**config.mk**
```make
export PLATFORM = sky130hd
export DESIGN_NAME = rv_pipe_top
export DESIGN_NICKNAME = d
export VERILOG_FILES = /design/src/rtl/rv_pipe_pkg.sv /design/src/rtl/decode_regread.sv /design/src/rtl/execute_stage.sv /design/src/rtl/forward_ctrl.sv /design/src/rtl/reg_file.sv /design/src/rtl/rv_pipe_top.sv
export VERILOG_INCLUDE_DIRS = /design/src /design/src/rtl
export SDC_FILE = /design/constraint.sdc
export NUM_CORES = 2
export LEC_CHECK = 0
export BUFFER_PORTS_ARGS = -buffer_cell sky130_fd_sc_hd__clkbuf_2
export CORE_MARGIN = 5
export CORE_UTILIZATION = 58
export CTS_CLUSTER_DIAMETER = 100
export CTS_CLUSTER_SIZE = 16
export DETAILED_ROUTE_END_ITERATION = 16
export GPL_ROUTABILITY_DRIVEN = 1
export PLACE_DENSITY_LB_ADDON = 0.12
export SETUP_SLACK_MARGIN = 0.4
export SYNTH_ARGS = -nofsm -noshare
export SYNTH_HDL_FRONTEND = slang
export SYNTH_HIERARCHICAL = 1
export SYNTH_SLANG_ARGS = --single-unit
```
**constraint.sdc**
```tcl
create_clock -name clk_i -period 4.68 [get_ports clk_i]
set_input_delay 0.468 -clock clk_i [delete_from_list [all_inputs] [get_ports clk_i]]
set_output_delay 0.468 -clock clk_i [all_outputs]
set_load 0.1 [all_outputs]
```
**src/rtl/rv_pipe_config.svh**
```systemverilog
// rv32i only: the decoder and the instruction union assume a 32-bit word and 32 registers
`ifndef RV_PIPE_CONFIG_SVH
`define RV_PIPE_CONFIG_SVH

// datapath width
`define RV_XLEN 32

// register file addressing
`define RV_REG_ADDR_W 5
`define RV_NUM_REGS 32

// shift amount bits taken from operand b
`define RV_SHAMT_W 5

`endif

```
**src/rtl/rv_pipe_pkg.sv**
```systemverilog
// types for the 3-stage pipeline; field layouts assume the 32-bit base encoding
`default_nettype none

`include "rv_pipe_config.svh"

package rv_pipe_pkg;

    // alu operation carried down the pipe, zero means bubble
    typedef enum logic [3:0] {
        UOP_INVALID = 4'd0,
        UOP_ADD,
        UOP_SUB,
        UOP_AND,
        UOP_OR,
        UOP_XOR,
        UOP_SLL,
        UOP_SRL,
        UOP_SRA,
        UOP_SLT,
        UOP_SLTU
    } uop_e;

    // where an operand comes from
    typedef enum logic [1:0] {
        FWD_REGFILE = 2'd0,
        FWD_EXEC,
        FWD_WB
    } fwd_sel_e;

    typedef struct packed {
        logic [6:0]                funct7;
        logic [`RV_REG_ADDR_W-1:0] rs2;
        logic [`RV_REG_ADDR_W-1:0] rs1;
        logic [2:0]                funct3;
        logic [`RV_REG_ADDR_W-1:0] rd;
        logic [6:0]                opcode;
    } r_view_t;

    typedef struct packed {
        logic [11:0]               imm_11_0;
        logic [`RV_REG_ADDR_W-1:0] rs1;
        logic [2:0]                funct3;
        logic [`RV_REG_ADDR_W-1:0] rd;
        logic [6:0]                opcode;
    } i_view_t;

    // the 20 upper bits, split the way an S-type word uses them
    typedef struct packed {
        logic [6:0]                imm_11_5;
        logic [`RV_REG_ADDR_W-1:0] rs2;
        logic [`RV_REG_ADDR_W-1:0] rs1;
        logic [2:0]                funct3;
    } upper_fields_t;

    typedef struct packed {
        upper_fields_t             imm_31_12;
        logic [`RV_REG_ADDR_W-1:0] rd;      // imm[4:0] for S
        logic [6:0]                opcode;
    } su_view_t;

    typedef union packed {
        r_view_t  r_view;
        i_view_t  i_view;
        su_view_t su_view;
    } instr_word_u;

    // decode register, consumed by execute
    typedef struct packed {
        logic                      valid;
        uop_e                      uop;
        logic                      writes_rd;
        logic [`RV_REG_ADDR_W-1:0] rd;
        logic [`RV_XLEN-1:0]       op_a;
        logic [`RV_XLEN-1:0]       op_b;
    } dec_to_ex_t;

    // writeback record, also the register file write port
    typedef struct packed {
        logic                      valid;
        logic [`RV_REG_ADDR_W-1:0] rd;
        logic [`RV_XLEN-1:0]       value;
    } ex_to_wb_t;

endpackage

`default_nettype wire

```
**src/rtl/decode_regread.sv**
```systemverilog
// rv32i alu subset plus lui/auipc only; anything else, or valid low, becomes a bubble
`default_nettype none
`timescale 1ns/1ps

`include "rv_pipe_config.svh"

module decode_regread (
    input  wire logic                      clk_i,
    input  wire logic                      rst_i,
    input  wire rv_pipe_pkg::instr_word_u  instr_i,
    input  wire logic                      instr_valid_i,
    input  wire logic [`RV_XLEN-1:0]       pc_i,
    output logic [`RV_REG_ADDR_W-1:0]      rs1_o,
    output logic [`RV_REG_ADDR_W-1:0]      rs2_o,
    input  wire logic [`RV_XLEN-1:0]       rf_a_i,
    input  wire logic [`RV_XLEN-1:0]       rf_b_i,
    input  wire rv_pipe_pkg::fwd_sel_e     fwd_a_i,
    input  wire rv_pipe_pkg::fwd_sel_e     fwd_b_i,
    input  wire logic [`RV_XLEN-1:0]       exec_result_i,
    input  wire rv_pipe_pkg::ex_to_wb_t    wb_i,
    output rv_pipe_pkg::dec_to_ex_t        ex_o
);

    import rv_pipe_pkg::*;

    localparam logic [6:0] OPC_OP     = 7'b0110011;
    localparam logic [6:0] OPC_OP_IMM = 7'b0010011;
    localparam logic [6:0] OPC_LUI    = 7'b0110111;
    localparam logic [6:0] OPC_AUIPC  = 7'b0010111;

    uop_e                uop_d;
    logic                use_imm;   // operand b from immediate
    logic                a_zero;    // lui
    logic                a_pc;      // auipc
    logic [`RV_XLEN-1:0] imm_d;
    logic [`RV_XLEN-1:0] rs1_val;
    logic [`RV_XLEN-1:0] rs2_val;
    dec_to_ex_t          ex_d;

    // alt picks sub/sra, the bit 30 variants
    function automatic uop_e alu_uop(input logic [2:0] funct3, input logic alt);
        case (funct3)
            3'b000:  return alt ? UOP_SUB : UOP_ADD;
            3'b001:  return UOP_SLL;
            3'b010:  return UOP_SLT;
            3'b011:  return UOP_SLTU;
            3'b100:  return UOP_XOR;
            3'b101:  return alt ? UOP_SRA : UOP_SRL;
            3'b110:  return UOP_OR;
            default: return UOP_AND;
        endcase
    endfunction

    function automatic logic [`RV_XLEN-1:0] fwd_value(input fwd_sel_e sel,
                                                      input logic [`RV_XLEN-1:0] rf);
        case (sel)
            FWD_EXEC: return exec_result_i;
            FWD_WB:   return wb_i.value;
            default:  return rf;
        endcase
    endfunction

    assign rs1_o = instr_i.r_view.rs1;
    assign rs2_o = instr_i.r_view.rs2;

    always_comb begin
        uop_d   = UOP_INVALID;
        use_imm = 1'b0;
        a_zero  = 1'b0;
        a_pc    = 1'b0;
        // i immediate unless a later branch says otherwise
        imm_d   = {{(`RV_XLEN-12){instr_i.i_view.imm_11_0[11]}}, instr_i.i_view.imm_11_0};

        case (instr_i.r_view.opcode)
            OPC_OP: begin
                if (instr_i.r_view.funct7 == 7'b0000000) begin
                    uop_d = alu_uop(instr_i.r_view.funct3, 1'b0);
                end else if (instr_i.r_view.funct7 == 7'b0100000 &&
                             (instr_i.r_view.funct3 == 3'b000 ||
                              instr_i.r_view.funct3 == 3'b101)) begin
                    uop_d = alu_uop(instr_i.r_view.funct3, 1'b1);
                end
            end
            OPC_OP_IMM: begin
                use_imm = 1'b1;
                case (instr_i.i_view.funct3)
                    3'b001: begin  // slli, upper bits must be zero
                        if (instr_i.r_view.funct7 == 7'b0000000) begin
                            uop_d = UOP_SLL;
                        end
                        imm_d = {{(`RV_XLEN-`RV_SHAMT_W){1'b0}}, instr_i.r_view.rs2};
                    end
                    3'b101: begin
                        if (instr_i.r_view.funct7 == 7'b0000000) begin
                            uop_d = UOP_SRL;
                        end else if (instr_i.r_view.funct7 == 7'b0100000) begin
                            uop_d = UOP_SRA;
                        end
                        imm_d = {{(`RV_XLEN-`RV_SHAMT_W){1'b0}}, instr_i.r_view.rs2};
                    end
                    default: uop_d = alu_uop(instr_i.i_view.funct3, 1'b0);  // no subi
                endcase
            end
            OPC_LUI: begin
                uop_d   = UOP_ADD;   // 0 + imm
                use_imm = 1'b1;
                a_zero  = 1'b1;
                imm_d   = {instr_i.su_view.imm_31_12, 12'h000};
            end
            OPC_AUIPC: begin
                uop_d   = UOP_ADD;   // pc + imm
                use_imm = 1'b1;
                a_pc    = 1'b1;
                imm_d   = {instr_i.su_view.imm_31_12, 12'h000};
            end
            default: ;
        endcase

        if (!instr_valid_i) begin
            uop_d = UOP_INVALID;
        end
    end

    assign rs1_val = fwd_value(fwd_a_i, rf_a_i);
    assign rs2_val = fwd_value(fwd_b_i, rf_b_i);

    always_comb begin
        ex_d.valid     = (uop_d != UOP_INVALID);
        ex_d.uop       = uop_d;
        ex_d.writes_rd = (instr_i.r_view.rd != '0);
        ex_d.rd        = instr_i.r_view.rd;
        ex_d.op_a      = a_zero ? '0 : (a_pc ? pc_i : rs1_val);
        ex_d.op_b      = use_imm ? imm_d : rs2_val;
    end

    // reset clears only the valid bit
    always_ff @(posedge clk_i) begin
        ex_o <= ex_d;
        if (rst_i) begin
            ex_o.valid <= 1'b0;
        end
    end

endmodule

`default_nettype wire

```
**src/rtl/execute_stage.sv**
```systemverilog
// single-cycle alu; shift amount is op_b[4:0], result is visible for forwarding before the edge
`default_nettype none
`timescale 1ns/1ps

`include "rv_pipe_config.svh"

module execute_stage (
    input  wire logic                    clk_i,
    input  wire logic                    rst_i,
    input  wire rv_pipe_pkg::dec_to_ex_t ex_i,
    output logic [`RV_XLEN-1:0]          exec_result_o,
    output rv_pipe_pkg::ex_to_wb_t       wb_o
);

    import rv_pipe_pkg::*;

    logic [`RV_SHAMT_W-1:0] shamt;
    logic                   lt_signed;
    logic                   lt_unsigned;
    logic [`RV_XLEN-1:0]    result;
    ex_to_wb_t              wb_d;

    assign shamt       = ex_i.op_b[`RV_SHAMT_W-1:0];
    assign lt_signed   = ($signed(ex_i.op_a) < $signed(ex_i.op_b));
    assign lt_unsigned = (ex_i.op_a < ex_i.op_b);

    always_comb begin
        case (ex_i.uop)
            UOP_ADD:  result = ex_i.op_a + ex_i.op_b;
            UOP_SUB:  result = ex_i.op_a - ex_i.op_b;
            UOP_AND:  result = ex_i.op_a & ex_i.op_b;
            UOP_OR:   result = ex_i.op_a | ex_i.op_b;
            UOP_XOR:  result = ex_i.op_a ^ ex_i.op_b;
            UOP_SLL:  result = ex_i.op_a << shamt;
            UOP_SRL:  result = ex_i.op_a >> shamt;
            UOP_SRA:  result = $signed(ex_i.op_a) >>> shamt;  // sign fill
            UOP_SLT:  result = {{(`RV_XLEN-1){1'b0}}, lt_signed};
            UOP_SLTU: result = {{(`RV_XLEN-1){1'b0}}, lt_unsigned};
            default:  result = '0;   // bubble
        endcase
    end

    assign exec_result_o = result;

    always_comb begin
        wb_d.valid = ex_i.valid && ex_i.writes_rd;  // rd x0 never retires
        wb_d.rd    = ex_i.rd;
        wb_d.value = result;
    end

    always_ff @(posedge clk_i) begin
        wb_o <= wb_d;
        if (rst_i) begin
            wb_o.valid <= 1'b0;
        end
    end

endmodule

`default_nettype wire

```
**src/rtl/forward_ctrl.sv**
```systemverilog
// compares addresses only; decode decides on its own whether operand b is an immediate
`default_nettype none
`timescale 1ns/1ps

`include "rv_pipe_config.svh"

module forward_ctrl (
    input  wire logic [`RV_REG_ADDR_W-1:0] rs1_i,
    input  wire logic [`RV_REG_ADDR_W-1:0] rs2_i,
    input  wire rv_pipe_pkg::dec_to_ex_t   ex_i,
    input  wire rv_pipe_pkg::ex_to_wb_t    wb_i,
    output rv_pipe_pkg::fwd_sel_e          fwd_a_o,
    output rv_pipe_pkg::fwd_sel_e          fwd_b_o
);

    import rv_pipe_pkg::*;

    // younger producer in execute wins over writeback
    function automatic fwd_sel_e pick_source(input logic [`RV_REG_ADDR_W-1:0] rs);
        fwd_sel_e sel;
        sel = FWD_REGFILE;
        if (rs != '0) begin  // x0 never forwarded
            if (ex_i.valid && ex_i.writes_rd && (ex_i.rd == rs)) begin
                sel = FWD_EXEC;
            end else if (wb_i.valid && (wb_i.rd == rs)) begin
                sel = FWD_WB;
            end
        end
        return sel;
    endfunction

    assign fwd_a_o = pick_source(rs1_i);
    assign fwd_b_o = pick_source(rs2_i);

endmodule

`default_nettype wire

```
**src/rtl/reg_file.sv**
```systemverilog
// x0 reads as zero and ignores writes; no write-to-read bypass, forwarding must cover it
`default_nettype none
`timescale 1ns/1ps

`include "rv_pipe_config.svh"

module reg_file (
    input  wire logic                      clk_i,
    input  wire logic                      rst_i,
    input  wire logic [`RV_REG_ADDR_W-1:0] rd_addr_a_i,
    input  wire logic [`RV_REG_ADDR_W-1:0] rd_addr_b_i,
    output logic [`RV_XLEN-1:0]            rd_data_a_o,
    output logic [`RV_XLEN-1:0]            rd_data_b_o,
    input  wire rv_pipe_pkg::ex_to_wb_t    wr_i
);

    logic [`RV_XLEN-1:0] regs_q [`RV_NUM_REGS];

    always_ff @(posedge clk_i) begin
        if (rst_i) begin
            for (int i = 0; i < `RV_NUM_REGS; i++) begin
                regs_q[i] <= '0;
            end
        end else if (wr_i.valid && (wr_i.rd != '0)) begin
            regs_q[wr_i.rd] <= wr_i.value;
        end
    end

    // x0 forced to zero on the read side
    assign rd_data_a_o = (rd_addr_a_i == '0) ? '0 : regs_q[rd_addr_a_i];
    assign rd_data_b_o = (rd_addr_b_i == '0) ? '0 : regs_q[rd_addr_b_i];

endmodule

`default_nettype wire

```
**src/rtl/rv_pipe_top.sv**
```systemverilog
// no stalls or back-pressure: one instruction per cycle, retire exactly two cycles later
`default_nettype none
`timescale 1ns/1ps

`include "rv_pipe_config.svh"

module rv_pipe_top (
    input  wire logic                      clk_i,
    input  wire logic                      rst_i,
    input  wire logic [`RV_XLEN-1:0]       instr_i,
    input  wire logic                      instr_valid_i,
    input  wire logic [`RV_XLEN-1:0]       pc_i,
    output logic                           retire_valid_o,
    output logic [`RV_REG_ADDR_W-1:0]      retire_rd_o,
    output logic [`RV_XLEN-1:0]            retire_value_o
);

    import rv_pipe_pkg::*;

    logic [`RV_REG_ADDR_W-1:0] rs1;
    logic [`RV_REG_ADDR_W-1:0] rs2;
    logic [`RV_XLEN-1:0]       rf_a;
    logic [`RV_XLEN-1:0]       rf_b;
    fwd_sel_e                  fwd_a;
    fwd_sel_e                  fwd_b;
    logic [`RV_XLEN-1:0]       exec_result;
    dec_to_ex_t                ex;     // decode register
    ex_to_wb_t                 wb;     // writeback record

    decode_regread decode_regread_inst (
        .clk_i         (clk_i),
        .rst_i         (rst_i),
        .instr_i       (instr_i),
        .instr_valid_i (instr_valid_i),
        .pc_i          (pc_i),
        .rs1_o         (rs1),
        .rs2_o         (rs2),
        .rf_a_i        (rf_a),
        .rf_b_i        (rf_b),
        .fwd_a_i       (fwd_a),
        .fwd_b_i       (fwd_b),
        .exec_result_i (exec_result),
        .wb_i          (wb),
        .ex_o          (ex)
    );

    forward_ctrl forward_ctrl_inst (
        .rs1_i   (rs1),
        .rs2_i   (rs2),
        .ex_i    (ex),
        .wb_i    (wb),
        .fwd_a_o (fwd_a),
        .fwd_b_o (fwd_b)
    );

    reg_file reg_file_inst (
        .clk_i       (clk_i),
        .rst_i       (rst_i),
        .rd_addr_a_i (rs1),
        .rd_addr_b_i (rs2),
        .rd_data_a_o (rf_a),
        .rd_data_b_o (rf_b),
        .wr_i        (wb)
    );

    execute_stage execute_stage_inst (
        .clk_i         (clk_i),
        .rst_i         (rst_i),
        .ex_i          (ex),
        .exec_result_o (exec_result),
        .wb_o          (wb)
    );

    // retire straight from the writeback record
    assign retire_valid_o = wb.valid;
    assign retire_rd_o    = wb.rd;
    assign retire_value_o = wb.value;

endmodule

`default_nettype wire

```
==> out/qor.csv <==
metric,value,unit
syn_avg_cell_area,12.3,µm²
leakagePower,0.0274,µW
finalSetupViolCount,0,
vias_per_cell,7.34,
peakVddDrop,0.308,mV
portBuffers,104,
fillers,9113,
dr.first_iter.drc_count,8788,
place_inst,6998,
grt_pass1_wl,377000,µm
num_rows,126,
die_area,0.125,mm²
synth_edf_count,1024,
min_to,decode_regread_inst/ex_o[35]$_SDFF_PN0_,
slew_headroom,-0.0280,
ys_ff_latch,1137,
clk_latency,0.72,ns
place_congestion,1.01,
setup.worst_path.start_class,flip-flop,
finClkSkew,0.0427,ns
stdcell_count,7129,
synth_flop_cell,edfxtp_1,
fin_area,0.0738,mm²
area_growth,7.60,%
yosys_warnings,6,
critPathRequiredTime,5.24,ns
max_clock_freq,239,MHz
hold_viol_final,0,
tightest_slew,1.53,ns
syn-instance-count,5590,
grt_overflow,0,
cts.sinks,1137,
synth_common_cells,"edfxtp_1, and2_1, mux4_2, clkbuf_1, mux2i_1",
hold_ws,0.0269,ns
p_per_area,349,mW/mm²
cts_max_path_buffers,3,
r2r_slack,0.49,ns
synth_top_area_frac,0.448,
min_from,pc_i[3],
ys_seq_area_frac,0.481,
antenna_found_initial,26,
worstHoldPathCells,3,
ys_types,114,
ys_top_cells_by_area,"edfxtp_1, mux4_2, and2_1",
tritoncts,done,
track_usage,0.422,
dr.pass1.iters,7,
layout-drive-gt1-share,0.203,
power,25800,µW
tns,0,ns
drv_slew,2,
drc,0,
path_max_fanout,12,
r2r_cells,13,
crit_arrival,4.75,ns
hpwl,180000,µm
h-tree-depth,3,
clockRootBuffer,clkbuf_16,
nets,5730,
io-pin-count,105,
synthArstFlopShare,0,
rsz0062_at_grt,true,
maxCapViolations,3,
min_period,4.19,ns
drt-wirelength-per-cell,37.8,µm
violations,"capacitance limit, slew limit",
period_share,0.896,
grt_pass1_vias,49965,
crit_type,flip-flop to flip-flop,
via_count,52354,
drtAntennaViolNets,0,
synthesis.area,0.0686,mm²
r2r-end,decode_regread_inst/ex_o[32]$_SDFF_PN0_,
post-synth-top-count-cell,edfxtp_1,
die_y,354,µm
start_util,0.582,
path_clk_slew,0.08,ns
synth_top_area_cell,edfxtp_1,
grt_max_degree,68,
wl,270000,µm
crit_path_end_kind,flip-flop,
hold_class,input pin to flip-flop,
status,"complete, but fails checks",
cts_buffers,82,
die_width,354,µm
r2r-start,decode_regread_inst/ex_o[52]$_SDFF_PN0_,
dpl_cell_area,0.0713,mm²
core,0.118,mm²
==> sequential cells by signal, indices dropped and copies added (netlist names) <==
signal / count
decode_regread_inst/ex_o: 75
execute_stage_inst/wb_o: 38
reg_file_inst/regs_q: 1024
==> cell usage in the layout (no fill, tap or decap), drive strengths merged, types with 16 or more instances in the layout <==
cell type / instances
a2111oi: 59
a211oi: 44
a21o: 16
a21oi: 197
a221oi: 29
a22o: 52
a22oi: 164
a31oi: 21
and2: 1011
buf: 335
clkbuf: 196
conb: 32
dfxtp: 113
edfxtp: 1024
ha: 103
inv: 110
mux2: 35
mux2i: 335
mux4: 428
nand2: 174
nand2b: 16
nand3: 69
nand3b: 40
nor2: 246
nor2b: 54
nor3: 76
nor4: 33
o211ai: 35
o21ai: 174
o21bai: 17
o22ai: 78
or2: 40
xnor2: 19
==> stage by stage <==
stage                     setup slack [ns]   util
after floorplan                      0.422      -
after global placement              0.0923  0.606
after detailed placement            0.0997  0.606
after CTS                            0.417  0.626
after global routing                 0.368  0.626
final                                0.488  0.627
==> what timing repair did <==
| action | 4_1_cts | 5_1_grt |
|---|---|---|
| hold buffers | 12 | 0 |
| pin swaps | 0 | 0 |
| resized for setup | 2 | 9 |
| cloned | 0 | 0 |
| hold endpoints to repair | 13 | 0 |
| endpoints found under the setup margin | 1 | 13 |
| setup buffers | 0 | 0 |
==> critical path, stage by stage (launching register included) <==
cell	delay, ns
dfxtp_1	0.67
inv_1	0.10
ha_1	0.45
nor3_1	0.43
nand2b_1	0.16
o221a_2	0.29
o32ai_4	0.37
a21oi_4	0.15
o2111ai_1	0.31
o2111ai_1	0.34
a22oi_1	0.29
nor2_1	0.06
a21oi_1	0.34
o21ai_0	0.12
==> cell type report <==
class | instances | area (µm²) | area share
inverter | 105 | 394 | 0.00534
multi-input combinational | 3788 | 32600 | 0.442
antenna | 10 | 25.0 | 0.000339
clock buffer | 99 | 2140 | 0.0290
clock inverter | 10 | 143 | 0.00193
sequential | 1137 | 33000 | 0.448
timing repair buffer | 444 | 3510 | 0.0476
tap | 1536 | 1920 | 0.0260
==> how the worst max path moves through the flow <==
| stage | startpoint | cells past startpoint | slack [ns] | to |
|---|---|---|---|---|
| floorplan | decode_regread_inst/ex_o[3]$_DFF_P_ | 20 | 0.42 | decode_regread_inst/ex_o[60]$_SDFF_PN0_ |
| global placement | decode_regread_inst/ex_o[47]$_SDFF_PN0_ | 15 | 0.09 | decode_regread_inst/ex_o[0]$_DFF_P_ |
| detailed placement | decode_regread_inst/ex_o[47]$_SDFF_PN0_ | 15 | 0.1 | decode_regread_inst/ex_o[0]$_DFF_P_ |
| CTS | decode_regread_inst/ex_o[44]$_SDFF_PN0_ | 14 | 0.42 | decode_regread_inst/ex_o[32]$_SDFF_PN0_ |
| global route | decode_regread_inst/ex_o[32]$_SDFF_PN0_ | 17 | 0.37 | decode_regread_inst/ex_o[0]$_DFF_P_ |
| finish | decode_regread_inst/ex_o[52]$_SDFF_PN0_ | 13 | 0.49 | decode_regread_inst/ex_o[32]$_SDFF_PN0_ |
==> logic make-up (layout without fill, tap and decap cells) <==
kind of cell    count (synthesis)  after routing  synth area share
mux                           798            798             0.195
xor+xnor                       25             25           0.00319
simple gates                 1826           1826             0.152
fa+ha+maj                     105            105            0.0194
other cells                     1             42         0.0000547
compound gates               1002           1002             0.102
buf+inv                       696            658            0.0474
flops                        1137           1137             0.481
==> per-layer routing <==
metal	track usage	vias to the layer above	part of all wire	routed length, µm
li1	-	20973	-	-
met1	0.549	26136	0.35	94200
met2	0.605	4348	0.42	113000
met3	0.150	883	0.15	40800
met4	0.265	14	0.081	21700
met5	0.0108	-	0.00094	253
==> report_power, final <==
part / internal, µW / switching [µW] / leakage, µW
logic: 2060 / 4620 / 0.0148
registers: 11500 / 651 / 0.0115
clock network: 3250 / 3690 / 0.00111
No activity file was read; power rests on OpenSTA's default activity.
